$ cat src/verilog/lsu_pkt_pkg.sv
// lsu access packet definitions
// size encoding and the attribute bits that travel with every access
// through the M and R stages of the bus path

package lsu_pkt_pkg;

  // ******************************
  // basic geometry
  // ******************************
  localparam int BYTES_PER_WORD = 4;  // bytes in one bus word

  // ******************************
  // access size
  // ******************************
  typedef enum logic [1:0] {
    sz_byte = 2'b00,  // 1 byte
    sz_half = 2'b01,  // 2 bytes
    sz_word = 2'b10   // 4 bytes
  } access_size_t;

  // ******************************
  // access attributes
  // ******************************
  // bus_req marks an access that goes out to the external bus;
  // side_effect marks a region where loads must not be satisfied early
  typedef struct packed {
    logic         valid;        // access present in this stage
    logic         load;
    logic         store;
    access_size_t size;
    logic         side_effect;  // no speculative read allowed
    logic         bus_req;      // targets the external bus
  } lsu_pkt_t;

endpackage
$ cat src/verilog/lsu_fwd_pkg.sv
// forwarding result definitions
// lane byte enables, the forward answer for the load in M
// and the coalescing decision for the store in R

package lsu_fwd_pkg;

  // ******************************
  // lane byte enables
  // ******************************
  // lo is the word holding the first byte, hi the word holding the last;
  // hi stays zero unless the access crosses a word boundary
  typedef struct packed {
    logic [lsu_pkt_pkg::BYTES_PER_WORD-1:0] hi;
    logic [lsu_pkt_pkg::BYTES_PER_WORD-1:0] lo;
  } lane_be_t;

  // ******************************
  // forward answer for the M load
  // ******************************
  typedef struct packed {
    logic        full_hit;  // every needed byte came from R
    logic [31:0] data;      // forwarded bytes aligned to byte 0
  } fwd_result_t;

  // ******************************
  // coalescing decision
  // ******************************
  typedef struct packed {
    logic no_word_merge;   // R store cannot merge with M within a word
    logic no_dword_merge;  // same at doubleword granularity
  } merge_t;

endpackage

$ cat src/verilog/lsu_fwd_top.sv
// store to load forwarding top
// R stage registers and merge decisions in the control block,
// lane alignment, hit detection and data merge in the datapath

`timescale 1ns/1ps

module lsu_fwd_top #(
  parameter int ADDR_W = 32
) (
  input  logic                     clk,
  input  logic                     rst_n,
  input  lsu_pkt_pkg::lsu_pkt_t    m_pkt,
  input  logic [ADDR_W-1:0]        m_addr,
  input  logic [31:0]              m_store_data,
  output lsu_fwd_pkg::fwd_result_t fwd,
  output lsu_fwd_pkg::merge_t      merge,
  output logic                     r_bus_req
);

  lsu_pkt_pkg::lsu_pkt_t r_pkt;
  logic [ADDR_W-1:0]     r_addr;
  logic [31:0]           r_store_data;
  lsu_fwd_pkg::lane_be_t m_be;
  lsu_fwd_pkg::lane_be_t r_be;
  logic [ADDR_W-3:0]     m_end_word;
  logic [ADDR_W-3:0]     r_end_word;
  lsu_fwd_pkg::lane_be_t hit_be;
  logic [63:0]           lane_data;  // {hi lane, lo lane} forwarded bytes

  // ******************************
  // control
  // ******************************
  lsu_fwd_ctrl #(.ADDR_W(ADDR_W)) u_ctrl (
    .clk          (clk),
    .rst_n        (rst_n),
    .m_pkt        (m_pkt),
    .m_addr       (m_addr),
    .m_store_data (m_store_data),
    .r_pkt        (r_pkt),
    .r_addr       (r_addr),
    .r_store_data (r_store_data),
    .r_bus_req    (r_bus_req),
    .merge        (merge)
  );

  // ******************************
  // datapath
  // ******************************
  lsu_lane_align #(.ADDR_W(ADDR_W)) m_align (
    .pkt      (m_pkt),
    .addr     (m_addr),
    .be       (m_be),
    .end_word (m_end_word)
  );

  lsu_lane_align #(.ADDR_W(ADDR_W)) r_align (
    .pkt      (r_pkt),
    .addr     (r_addr),
    .be       (r_be),
    .end_word (r_end_word)
  );

  lsu_rpipe_hit #(.ADDR_W(ADDR_W)) u_hit (
    .m_pkt        (m_pkt),
    .m_addr       (m_addr),
    .m_be         (m_be),
    .m_end_word   (m_end_word),
    .r_pkt        (r_pkt),
    .r_addr       (r_addr),
    .r_be         (r_be),
    .r_end_word   (r_end_word),
    .r_store_data (r_store_data),
    .hit_be       (hit_be),
    .lane_data    (lane_data)
  );

  lsu_fwd_merge #(.ADDR_W(ADDR_W)) u_merge (
    .m_pkt     (m_pkt),
    .m_addr    (m_addr),
    .m_be      (m_be),
    .hit_be    (hit_be),
    .lane_data (lane_data),
    .fwd       (fwd)
  );

endmodule

$ cat src/verilog/lsu_fwd_merge.sv
// forward merge
// decides whether the M load is fully covered by the R store
// and shifts the forwarded lanes down to byte 0 of the load result

`timescale 1ns/1ps

module lsu_fwd_merge #(
  parameter int ADDR_W = 32
) (
  input  lsu_pkt_pkg::lsu_pkt_t  m_pkt,
  input  logic [ADDR_W-1:0]      m_addr,
  input  lsu_fwd_pkg::lane_be_t  m_be,
  input  lsu_fwd_pkg::lane_be_t  hit_be,
  input  logic [63:0]            lane_data,
  output lsu_fwd_pkg::fwd_result_t fwd
);

  logic        lo_covered;  // every enabled lo byte was hit
  logic        hi_covered;
  logic        fwd_load;    // load that may use forwarded data
  logic [63:0] data_shift;

  // ******************************
  // full hit
  // ******************************
  assign lo_covered = &(hit_be.lo | ~m_be.lo);
  assign hi_covered = &(hit_be.hi | ~m_be.hi);

  // a side-effect load has to see the bus, never a full hit
  assign fwd_load = m_pkt.valid & m_pkt.load & m_pkt.bus_req & ~m_pkt.side_effect;

  assign fwd.full_hit = lo_covered & hi_covered & fwd_load;

  // ******************************
  // load data alignment
  // ******************************
  assign data_shift = lane_data >> {m_addr[1:0], 3'b000};
  assign fwd.data   = data_shift[31:0];

endmodule

$ cat src/verilog/lsu_rpipe_hit.sv
// R pipe hit detection
// compares the M access against the R store on all four lane pairs
// and collects the store bytes that the M access can take

`timescale 1ns/1ps

module lsu_rpipe_hit #(
  parameter int ADDR_W = 32
) (
  input  lsu_pkt_pkg::lsu_pkt_t m_pkt,
  input  logic [ADDR_W-1:0]     m_addr,
  input  lsu_fwd_pkg::lane_be_t m_be,
  input  logic [ADDR_W-3:0]     m_end_word,
  input  lsu_pkt_pkg::lsu_pkt_t r_pkt,
  input  logic [ADDR_W-1:0]     r_addr,
  input  lsu_fwd_pkg::lane_be_t r_be,
  input  logic [ADDR_W-3:0]     r_end_word,
  input  logic [31:0]           r_store_data,
  output lsu_fwd_pkg::lane_be_t hit_be,
  output logic [63:0]           lane_data
);

  localparam int BPW = lsu_pkt_pkg::BYTES_PER_WORD;

  logic           fwd_qual;  // R can forward to M at all
  // word hits, named <r lane>_<m lane>
  logic           hit_lo_lo;
  logic           hit_lo_hi;
  logic           hit_hi_lo;
  logic           hit_hi_hi;
  logic [BPW-1:0] byte_lo_lo;
  logic [BPW-1:0] byte_lo_hi;
  logic [BPW-1:0] byte_hi_lo;
  logic [BPW-1:0] byte_hi_hi;
  logic [63:0]    store_ext;  // store data placed at its byte offset
  logic [31:0]    store_lo;
  logic [31:0]    store_hi;

  // M enables are already zero for an invalid access
  assign fwd_qual = r_pkt.valid & r_pkt.store & r_pkt.bus_req & m_pkt.bus_req;

  // ******************************
  // word address compare
  // ******************************
  assign hit_lo_lo = fwd_qual & (r_addr[ADDR_W-1:2] == m_addr[ADDR_W-1:2]);
  assign hit_lo_hi = fwd_qual & (r_addr[ADDR_W-1:2] == m_end_word);
  assign hit_hi_lo = fwd_qual & (r_end_word == m_addr[ADDR_W-1:2]);
  assign hit_hi_hi = fwd_qual & (r_end_word == m_end_word);

  assign store_ext = {32'b0, r_store_data} << {r_addr[1:0], 3'b000};
  assign store_lo  = store_ext[31:0];
  assign store_hi  = store_ext[63:32];

  // ******************************
  // per byte hits and data
  // ******************************
  for (genvar i = 0; i < BPW; i++) begin : g_byte
    assign byte_lo_lo[i] = hit_lo_lo & r_be.lo[i] & m_be.lo[i];
    assign byte_lo_hi[i] = hit_lo_hi & r_be.lo[i] & m_be.hi[i];
    assign byte_hi_lo[i] = hit_hi_lo & r_be.hi[i] & m_be.lo[i];
    assign byte_hi_hi[i] = hit_hi_hi & r_be.hi[i] & m_be.hi[i];

    assign hit_be.lo[i] = byte_lo_lo[i] | byte_hi_lo[i];
    assign hit_be.hi[i] = byte_lo_hi[i] | byte_hi_hi[i];

    // at most one term per byte is live, bytes without a hit read zero
    assign lane_data[8*i +: 8] = ({8{byte_lo_lo[i]}} & store_lo[8*i +: 8]) |
                                 ({8{byte_hi_lo[i]}} & store_hi[8*i +: 8]);
    assign lane_data[32 + 8*i +: 8] = ({8{byte_lo_hi[i]}} & store_lo[8*i +: 8]) |
                                      ({8{byte_hi_hi[i]}} & store_hi[8*i +: 8]);
  end

endmodule

$ cat src/verilog/lsu_lane_align.sv
// lane alignment
// turns access size and byte address into byte enables split over
// the start word and the end word, plus the word address of the last byte

`timescale 1ns/1ps

module lsu_lane_align #(
  parameter int ADDR_W = 32
) (
  input  lsu_pkt_pkg::lsu_pkt_t pkt,
  input  logic [ADDR_W-1:0]     addr,
  output lsu_fwd_pkg::lane_be_t be,
  output logic [ADDR_W-3:0]     end_word
);

  localparam int BPW = lsu_pkt_pkg::BYTES_PER_WORD;

  logic [BPW-1:0]    be_raw;    // enables before the address shift
  logic [1:0]        last_off;  // offset of the last byte from the first
  logic [2*BPW-1:0]  be_ext;    // enables spread over both lanes
  logic [ADDR_W-1:0] end_addr;

  always_comb begin
    be_raw   = '0;
    last_off = 2'd0;
    case (pkt.size)
      lsu_pkt_pkg::sz_byte: begin
        be_raw   = 4'b0001;
        last_off = 2'd0;
      end
      lsu_pkt_pkg::sz_half: begin
        be_raw   = 4'b0011;
        last_off = 2'd1;
      end
      lsu_pkt_pkg::sz_word: begin
        be_raw   = 4'b1111;
        last_off = 2'd3;
      end
      default: ;  // unused encoding enables nothing
    endcase
  end

  assign be_ext = {{BPW{1'b0}}, be_raw & {BPW{pkt.valid}}} << addr[1:0];
  assign be.lo  = be_ext[BPW-1:0];
  assign be.hi  = be_ext[2*BPW-1:BPW];

  // word of the last byte, differs from addr only on a crossing access
  assign end_addr = addr + ADDR_W'(last_off);
  assign end_word = end_addr[ADDR_W-1:2];

endmodule

$ cat src/verilog/lsu_fwd_ctrl.sv
// forwarding control
// holds the R stage copy of the M access and decides whether the
// R store may coalesce with the M access at word and doubleword level

`timescale 1ns/1ps

module lsu_fwd_ctrl #(
  parameter int ADDR_W = 32
) (
  input  logic                  clk,
  input  logic                  rst_n,
  input  lsu_pkt_pkg::lsu_pkt_t m_pkt,
  input  logic [ADDR_W-1:0]     m_addr,
  input  logic [31:0]           m_store_data,
  output lsu_pkt_pkg::lsu_pkt_t r_pkt,
  output logic [ADDR_W-1:0]     r_addr,
  output logic [31:0]           r_store_data,
  output logic                  r_bus_req,
  output lsu_fwd_pkg::merge_t   merge
);

  logic m_bus_req;     // valid bus access in M
  logic word_match;    // same word address in M and R
  logic dword_match;   // same doubleword address in M and R
  logic merge_block;   // both stages on the bus, so a decision is needed

  // ******************************
  // R stage registers
  // ******************************
  // only the attributes are cleared; address and data follow the packet
  always_ff @(posedge clk) begin
    if (!rst_n) begin
      r_pkt <= '0;
    end else begin
      r_pkt <= m_pkt;
    end
  end

  always_ff @(posedge clk) begin
    r_addr       <= m_addr;
    r_store_data <= m_store_data;
  end

  // ******************************
  // coalescing decisions
  // ******************************
  assign m_bus_req = m_pkt.valid & m_pkt.bus_req;
  assign r_bus_req = r_pkt.valid & r_pkt.bus_req;

  assign dword_match = (r_addr[ADDR_W-1:3] == m_addr[ADDR_W-1:3]);
  assign word_match  = dword_match & (r_addr[2] == m_addr[2]);  // narrow the dword compare

  assign merge_block = r_bus_req & m_bus_req;

  // a younger load always breaks the merge, as does a different address
  assign merge.no_word_merge  = merge_block & (m_pkt.load | ~word_match);
  assign merge.no_dword_merge = merge_block & (m_pkt.load | ~dword_match);

endmodule

$ cat config.mk
export PLATFORM = sky130hd
export DESIGN_NAME = lsu_fwd_top
export DESIGN_NICKNAME = d
export VERILOG_FILES = /design/src/verilog/lsu_pkt_pkg.sv /design/src/verilog/lsu_fwd_pkg.sv /design/src/verilog/lsu_fwd_top.sv /design/src/verilog/lsu_fwd_merge.sv /design/src/verilog/lsu_rpipe_hit.sv /design/src/verilog/lsu_lane_align.sv /design/src/verilog/lsu_fwd_ctrl.sv
export SDC_FILE = /design/constraint.sdc
export NUM_CORES = 1
export LEC_CHECK = 0
export CAP_MARGIN = 20
export CORE_MARGIN = 8
export CORE_UTILIZATION = 31
export DETAILED_ROUTE_END_ITERATION = 8
export DONT_BUFFER_PORTS = 1
export PLACE_DENSITY = 0.55
export SKIP_LAST_GASP = 1
export SLEW_MARGIN = 15
export SYNTH_ARGS = -nofsm -noshare
export SYNTH_HDL_FRONTEND = slang
export SYNTH_SLANG_ARGS = --single-unit
$ cat constraint.sdc
create_clock -name clk -period 13.1 [get_ports clk]
set_clock_uncertainty 0.2 [all_clocks]
set_input_delay 2.62 -clock clk [delete_from_list [all_inputs] [get_ports clk]]
set_output_delay 2.62 -clock clk [all_outputs]
set_load 0.02 [all_outputs]
==> summary.md, run 1 <==
| Metric | Value |
|---|---|
| Comb pwr share | `23.9%` |
| Fraction of registers with async set/reset | `0%` |
| Clock transition at path regs | `70 ps` |
| Data arrival, critical path | `7330 ps` |
| CP Class | `in2out` |
| # nets final | `986` |
| Largest net degree at the start of global routing | `48` |
| Drt drc | `0` |
| DR WL/cell | `24.0 um` |
| Drt total wl | `28,800 um` |
| Wire length of the first global-routing pass | `44,100 um` |
| Top FF cell, synth | `dfxtp_1` |
| DIE HEIGHT | `168 um` |
| Post-synth top cells | `nand2_1 (77), nor2_1 (72), dfxtp_1 (69), xnor2_1 (57), nand3_1 (43)` |
| P_sw | `0.000214 W` |
| Yosys warns | `0` |
| EDFF count, synth | `0` |
| Area growth syn-to-layout | `6.89%` |
| Max clock buf depth | `2` |
| Worst setup margin | `2950 ps` |
| Post-Place Worst Slack | `3020 ps` |
| Slew Limit Fails | `0` |
| Yosys top cell by area | `dfxtp_1` |
| Worst setup SP type | `input pin` |
| Clock Sinks | `69` |
| WHS | `2080 ps` |
| Root Buffer | `clkbuf_16` |
| Req. time, crit path | `10,280 ps` |
| Final period util | `77.5%` |
| RSZ-0062 raised after global routing | `false` |
| IO Pins | `109` |
| Final setup fails | `0` |
| Proportion of synthesized area in mux cells | `6.17%` |
| Post-Place Cells | `1,179` |
| Sequential Power Share | `36.9%` |
| Worst IR Drop VDD | `0.0000607 V` |
| Switching Share | `33.4%` |
| CTS Hold Bufs | `0` |
| CTS tree | `done` |
| Core Area | `22,700 sq um` |
| Vias in the first global route | `7,131` |
| Yosys cell types | `86` |
| Mapped Area | `7170 sq um` |
| Pint | `0.000427 W` |
| Rel. slew slack | `30.6%` |
| Worst hold path class | `in2reg` |
| Chip width | `168 um` |
| Seq/Total Area, Yosys | `19.3%` |
| Total GRT Usage | `19.9%` |
| Flops & latches, synth | `69` |
| Share of cells above drive strength 1 | `7.47%` |
| Routability Congestion | `0.946` |
| Top cells by area, synth | `dfxtp_1 (19%), xnor2_1 (7.0%), xor2_1 (4.3%), nand2_1 (4.0%), nor2_1 (3.8%)` |
| Fmax | `0.0985 GHz` |
| Synth Area in Compound Gates | `23.8%` |
| Pwr per Cell Area | `83.6 nW/um^2` |
| Synth top area share | `19.3%` |
| Dpl hpwl | `22,200 um` |
| Post-Synth XOR/XNOR Area | `11.9%` |
| Synth Net Count | `1,023` |
| Most frequent cell after synthesis | `nand2_1` |
| Starting DRT DRC Count | `1,083` |
| Avg Synthesized Cell Area | `7.61 sq um` |
| CTS Buf Count | `9` |
| Post-CTS Setup Bufs | `0` |
| Post-CTS Resized | `0` |
| Main combinational cell family by area after synthesis | `simple AND/OR/NAND/NOR gates` |
| Setup_tns | `0 ps` |
| Antenna viol nets, final | `0` |
| Final Hold Fails | `0` |
| Effective utilization at floorplan | `31.6%` |
| Fin crit period | `10,150 ps` |
| Synth Area in Simple Gates | `33.2%` |
| Rows | `55` |
| Synth Instances | `942` |
| Crit. End Element | `primary output` |
| Max-Cap Viols | `0` |
| Initial antenna violation count | `1` |
| Drt first pass iters | `6` |
| Overflow after GRT | `0` |
| Final Total Pwr | `0.000641 W` |
| H-tree depth | `3` |
| Post-synthesis adder-cell area fraction | `1.40%` |
| Crit Path Max Fanout | `19` |
| Die area | `28,300 sq um` |
| Via count | `7,557` |
| Pleak | `2.50 nW` |
| Fin cells | `1,197` |
| I/O Buffers | `0` |
| Slew @ Worst Pin | `1040 ps` |
| Clock share of power | `39.3%` |
| Via/cell ratio | `6.31` |
| Status | `finished clean` |
## final cells by class
type | instances | area [sq um]
Antenna cell | 2 | 5.00
Sequential cell | 69 | 1380
Clock buffer | 9 | 225
Fill cell | 2408 | 15000
Inverter | 12 | 45.0
Tap cell | 285 | 357
Clock inverter | 7 | 76.3
Timing Repair Buffer | 12 | 90.1
Multi-Input combinational cell | 801 | 5490
## final timing paths
path                  slack [ps]  cells after the start             start                      end
worst max-delay path        2950                     13          m_pkt[2]                  fwd[30]
worst min-delay path        2080                      0  m_store_data[24]  u_ctrl.r_store_data[24]
## power groups by stage
stage / Sequential, W / Clock [W] / Combinational [W]
final: 0.000236 / 0.000252 / 0.000153
after detailed placement: 0.000240 / 0 / 0.000149
after global placement: 0.000240 / 0 / 0.000150
after CTS: 0.000236 / 0.000256 / 0.000150
after global routing: 0.000238 / 0.000266 / 0.000166
after floorplan: 0.000234 / 0 / 0.000124
## placed cells by master (no fill, tap or decap), types with 9 or more instances in the layout
master and count:
nor3_1 41, and3_1 21, a22oi_1 12, xnor2_1 57, nand2b_1 9, a21oi_1 41
nand4_1 42, or3_1 13, buf_4 12, o211ai_1 10, nand2_1 77, nand3_1 43
dfxtp_1 67, inv_1 12, nor2_1 72, nor4_1 16, clkbuf_16 9, o2111ai_1 9
mux2_2 18, and4_1 10, o21ai_0 27, and2_1 20, a211oi_1 22, nand3b_1 15
mux2i_1 24, xor2_1 35
## critical path, cell delays in order
cell and delay, ps:
inv_1 40, ha_1 200, ha_1 280, and3b_1 400, o2111ai_1 390, nor3_4 400
xnor2_1 120, or3_1 370, a221o_1 390, nor4_4 780, and3_1 550, a211oi_1 140
a211oi_1 640
## per-stage QoR
step	util (%)	area (sq um)
global route	33.8	7660
floorplan	-	7170
global placement	32.4	7360
finish	33.8	7670
CTS	33.7	7660
detailed placement	32.4	7360
## cell families (layout without fill, tap and decap cells)
| group | after synthesis | in the layout |
|---|---|---|
| fa+ha+maj | 8 | 8 |
| buf+inv | 72 | 40 |
| other cells | 0 | 2 |
| xor+xnor | 94 | 94 |
| simple gates | 426 | 426 |
| compound gates | 231 | 231 |
| flops | 69 | 69 |
| mux | 42 | 42 |
## metal layers
metal	global-route usage [%]	routed length, um	up-vias
li1	-	-	3534
met1	26.2	12400	3538
met2	30.1	12300	403
met3	4.96	2760	82
met4	9.36	1320	0
met5	0	0	-
## sequential cells by signal (all words and copies together), names as in the netlist
| signal | cells |
|---|---|
| u_ctrl.r_addr | 32 |
| u_ctrl.r_store_data | 32 |
| u_ctrl.r_pkt | 5 |
Power figures use the tool's default switching activity.
==> inputs of run 2 (changes only) <==
PLACE_DENSITY = 0.56   (was 0.55)
clock period = 8.95 ns   (was 13.1 ns; I/O delays follow)
==> summary.md, run 2 (synthesis results as in run 1) <==
| Metric | Value |
|---|---|
| Final setup fails | `0 (unchanged)` |
| Via count | `7,755 (+2.6%)` |
| Setup_tns | `0 ps (unchanged)` |
| Chip width | `168 um (unchanged)` |
| Clock transition at path regs | `60 ps (about the same)` |
| Clock share of power | `37.6% (-1.7 points)` |
| Most frequent cells in the layout | `nand2_1 (77), nor2_1 (72), dfxtp_1 (67)` |
| Max-Cap Viols | `0 (unchanged)` |
| # nets final | `991 (+0.51%)` |
| Switching Share | `33.5% (+0.053 points)` |
| Design area | `7670 sq um (about the same)` |
| Initial antenna violation count | `1 (unchanged)` |
| Rows | `55 (unchanged)` |
| Effective utilization at floorplan | `31.6% (unchanged)` |
| Vias in the first global route | `7,239 (+1.5%)` |
| Post-layout util | `33.8% (about the same)` |
| Drt drc | `0 (unchanged)` |
| Final period util | `90.2%` |
| Drt first pass iters | `6 (unchanged)` |
| CTS tree | `done` |
| Pleak | `2.52 nW (+0.89%)` |
| Fin crit period | `8070 ps` |
| Max clock buf depth | `2 (unchanged)` |
| DR WL/cell | `24.2 um (+0.60%)` |
| Pwr per Cell Area | `120 nW/um^2 (+43%)` |
| Routability Congestion | `0.995 (+5.2%)` |
| Largest regs | `u_ctrl.r_addr x32, u_ctrl.r_store_data x32, u_ctrl.r_pkt x5` |
| Routed wl met2 | `12,400 um (+0.41%)` |
| Starting DRT DRC Count | `834 (-23%)` |
| Die area | `28,300 sq um (unchanged)` |
| Req. time, crit path | `6960 ps (-3320 ps)` |
| Metal3 WL | `2700 um (-2.2%)` |
| Antenna viol nets, final | `0 (unchanged)` |
| Worst IR Drop VDD | `0.0000878 V (+45%)` |
| Post-CTS Setup Bufs | `0 (unchanged)` |
| WL met1 | `12,600 um (+1.6%)` |
| H-tree depth | `3 (unchanged)` |
| CTS Buf Count | `9 (unchanged)` |
| # diodes | `0 (-2)` |
| Area growth syn-to-layout | `6.98% (about the same)` |
| Dpl hpwl | `22,300 um (+0.57%)` |
| Worst hold path class | `in2reg` |
| Rel. slew slack | `34.1% (+3.5 points)` |
| Status | `finished clean` |
| Overflow after GRT | `0 (unchanged)` |
| CTS Hold Bufs | `0 (unchanged)` |
| Placed cell area | `7390 sq um (+0.39%)` |
| RSZ-0062 raised after global routing | `false` |
| Clock Sinks | `69 (unchanged)` |
| CP Class | `in2out` |
| I/O Buffers | `0 (unchanged)` |
| Largest net degree at the start of global routing | `48 (unchanged)` |
| Total GRT Usage | `20.1% (+0.15 points)` |
| Pint | `0.000610 W (+43%)` |
| Root Buffer | `clkbuf_16` |
| Filler Cells Inserted | `2,453 (+1.9%)` |
| Core Area | `22,700 sq um (unchanged)` |
| Data arrival, critical path | `6080 ps (-1250 ps)` |
| Crit. End Element | `primary output` |
| P_sw | `0.000307 W (+43%)` |
| Final Hold Fails | `0 (unchanged)` |
| Wire length of the first global-routing pass | `44,600 um (+1.1%)` |
| Via/cell ratio | `6.46 (+2.4%)` |
| Post-CTS Resized | `0 (unchanged)` |
| Most common cell after layout, fill and taps aside | `nand2_1` |
| Drt total wl | `29,000 um (+0.85%)` |
| Sequential Power Share | `38.1% (+1.2 points)` |
| Share of cells above drive strength 1 | `7.87% (+0.40 points)` |
| IO Pins | `109 (unchanged)` |
| Worst setup SP type | `input pin` |
| Crit Path Max Fanout | `9 (-10)` |
| Comb pwr share | `24.2% (+0.3 points)` |
| Fmax | `0.124 GHz` |
| DIE HEIGHT | `168 um (unchanged)` |
| Slew @ Worst Pin | `989 ps (-46.5 ps)` |
| Slew Limit Fails | `0 (unchanged)` |
| Top Layer Used | `met5` |
## run 2: power groups by stage
stage / Sequential [W] / Clock [W] / Combinational (W)
finish: 0.000350 / 0.000345 / 0.000222
global route: 0.000353 / 0.000364 / 0.000238
CTS: 0.000349 / 0.000348 / 0.000218
detailed placement: 0.000355 / 0 / 0.000217
global placement: 0.000355 / 0 / 0.000217
floorplan: 0.000342 / 0 / 0.000182
## run 2: worst paths after layout
check / startpoint / slack [ps] / cells past startpoint / to
min: m_addr[11] / 1260 / 0 / u_ctrl.r_addr[11]
max: m_pkt[2] / 880 / 14 / fwd[29]
## run 2: layer usage
layer | GRT usage (%) | vias to the layer above
met2 | 29.9 | 437
met1 | 26.3 | 3676
met4 | 10.2 | 2
met5 | 0 | -
li1 | - | 3546
met3 | 5.33 | 94
## run 2: worst max-delay path: stages
cell	delay, ps
inv_1	30
ha_1	200
ha_1	290
and3b_1	380
o2111ai_1	420
nor4_1	560
mux2i_1	250
nand4_1	120
or3_1	540
or2_1	400
o41a_1	420
o211a_1	150
nor4_2	310
buf_4	200
## run 2: final cells by class
type	count	area, sq um	share of cell area, %
sequential	69	1380	18.0
clock buffer	12	256	3.34
clock inverter	4	22.5	0.293
multi-input combinational	801	5480	71.5
timing repair buffer	17	125	1.63
tap	285	357	4.65
inverter	12	45.0	0.587
## run 2: through the flow
step / cells / hold slack [ps] / power [W] / worst slack (ps)
after floorplan: 942 / 1620 / 0.000524 / 1380
after global placement: 1183 / 1620 / 0.000573 / 1060
after detailed placement: 1183 / 1620 / 0.000572 / 974
after CTS: 1199 / 1250 / 0.000915 / 957
after global routing: 1200 / 1250 / 0.000955 / 618
final: 1200 / 1260 / 0.000917 / 881
==> inputs of run 3 (changes only) <==
CORE_MARGIN = 2   (was 8)
SYNTH_HIERARCHICAL = 1   (was not set)
==> summary.md, run 3 <==
| Metric | Value |
|---|---|
| Status | `finished clean` |
| Largest net degree at the start of global routing | `42 (-13%)` |
| Multi-input gate area | `5670 sq um (+3.5%)` |
| Post-Place Worst Slack | `1010 ps (+38.9 ps)` |
| Crit. End Element | `primary output` |
| # nets final | `926 (-6.6%)` |
| Max clock buf depth | `2 (unchanged)` |
| Crit Path Max Fanout | `20 (+11)` |
| Most frequent cells in the layout | `xnor2_1 (122), nand2_1 (119), xor2_1 (86)` |
| Routability Congestion | `0.928 (-6.7%)` |
| Clock Sinks | `69 (unchanged)` |
| Slew @ Worst Pin | `1140 ps (+155 ps)` |
| Register Area | `1380 sq um (-0.18%)` |
| Antenna viol nets, final | `0 (unchanged)` |
| Dpl hpwl | `20,400 um (-8.7%)` |
| Final Total Pwr | `0.000938 W (+2.2%)` |
| DIE HEIGHT | `159 um (-5.7%)` |
| Drt drc | `0 (unchanged)` |
| Root Buffer | `clkbuf_16` |
| Via/cell ratio | `5.95 (-8.0%)` |
| CTS Hold Bufs | `0 (unchanged)` |
| DR WL/cell | `23.5 um (-2.7%)` |
| Total GRT Usage | `21.8% (+1.8 points)` |
| Rows | `56 (+1.8%)` |
| Post-CTS Resized | `0 (unchanged)` |
| Filler Cells Inserted | `2,446 (-0.29%)` |
| Effective utilization at floorplan | `31.6% (-0.036 points)` |
| Setup_tns | `0 ps (unchanged)` |
| Clock transition at path regs | `70 ps (about the same)` |
| RSZ-0062 raised after global routing | `false` |
| Area growth syn-to-layout | `7.52%` |
| Max-Cap Viols | `0 (unchanged)` |
| Final setup fails | `0 (unchanged)` |
| Yosys warns | `6 (+6)` |
| Most common cell after layout, fill and taps aside | `xnor2_1` |
| Wire length of the first global-routing pass | `40,900 um (-8.1%)` |
| # diodes | `0 (unchanged)` |
| CTS tree | `done` |
| Synth Instances | `864 (-8.3%)` |
| Post-CTS Setup Bufs | `0 (unchanged)` |
| Slew Limit Fails | `0 (unchanged)` |
| Initial antenna violation count | `0 (-1)` |
| Pwr per Cell Area | `118 nW/um^2 (-1.5%)` |
| Core Area | `23,500 sq um (+3.4%)` |
| Post-layout util | `33.9% (+0.13 points)` |
| Share of cells above drive strength 1 | `12.4% (+4.5 points)` |
| Req. time, crit path | `6960 ps (about the same)` |
| Avg Synthesized Cell Area | `8.57 sq um (+13%)` |
| CTS Buf Count | `9 (unchanged)` |
| Die area | `25,100 sq um (-11%)` |
| Largest regs | `u_ctrl/r_addr x32, u_ctrl/r_store_data x32, u_ctrl/r_pkt x5` |
| Drt total wl | `27,500 um (-5.2%)` |
| Worst setup margin | `881 ps (-0.785 ps)` |
| Drt first pass iters | `6 (unchanged)` |
| Worst IR Drop VDD | `0.0000990 V (+13%)` |
| IO Pins | `109 (unchanged)` |
| Worst setup SP type | `input pin` |
| Overflow after GRT | `0 (unchanged)` |
| Fmax | `0.124 GHz (about the same)` |
| Via count | `6,950 (-10%)` |
| Final Hold Fails | `0 (unchanged)` |
| Pleak | `2.44 nW (-3.0%)` |
| Worst hold path class | `in2reg` |
| Fin crit period | `8070 ps (+0.785 ps)` |
| Vias in the first global route | `6,468 (-11%)` |
| I/O Buffers | `0 (unchanged)` |
| Data arrival, critical path | `6080 ps (about the same)` |
| H-tree depth | `3 (unchanged)` |
| Synth Net Count | `945 (-7.6%)` |
| Mapped Area | `7410 sq um (+3.2%)` |
| Starting DRT DRC Count | `891 (+6.8%)` |
| CP Class | `in2out` |
| Chip width | `159 um (-5.7%)` |
| Final period util | `90.2% (about the same)` |
| Rel. slew slack | `23.5% (-11 points)` |
[run 3: changes by cell type in the layout (fill, tap and decap cells not counted), sizes merged, moves of 13 or more]
cell,delta
o21ai,-14
a21oi,-37
and3,-15
a211oi,-23
xnor2,+65
mux4,+32
nand3b,-14
or3,-13
xor2,+51
nand2,+41
nor2,-42
o32ai,+45
[run 3: power breakdown]
| part | leakage (nW) | total, W | switching [W] | internal, W |
|---|---|---|---|---|
| clock network | 0.156 | 0.000413 | 0.000167 | 0.000246 |
| registers | 0.582 | 0.000352 | 0.0000280 | 0.000324 |
| logic | 1.71 | 0.000173 | 0.0000916 | 0.0000812 |
[run 3: final timing paths]
kind | cells past startpoint | slack [ps] | endpoint | from
setup / recovery | 13 | 880 | fwd[24] | m_pkt[2]
hold / removal | 0 | 1250 | u_ctrl/r_addr[30] | m_addr[30]
[run 3: layer usage]
layer	part of all wire, %	global-route usage [%]	routed length, um	up-vias
met2	45	34.8	12500	437
li1	-	-	-	3110
met4	2.9	7.29	791	0
met5	0	0	0	-
met1	42	29.7	11600	3347
met3	9.6	4.03	2650	56
[run 3: cell type report]
cell class	count	area share, %
multi-input cells	732	71.3
flip-flops and latches	69	17.3
well taps	319	5.01
clock buffers	9	2.83
repair buffers	16	1.51
clock inverters	7	1.24
inverters	17	0.801
[run 3: through the flow]
stage	cell area (sq um)	hold slack, ps	cells
after CTS	7960	1250	1169
after global placement	7630	1620	1153
final	7960	1250	1169
after detailed placement	7630	1620	1153
after global routing	7960	1240	1169
after floorplan	7410	1620	864
[run 3: worst max-delay path, cell delays in order]
cell	delay, ps
inv_1	40
ha_1	200
ha_1	260
and3b_1	230
o211ai_2	400
buf_4	360
nor4_1	100
xor2_1	190
xor2_1	190
nor4_1	490
nand2_1	650
o32ai_1	740
mux4_2	430
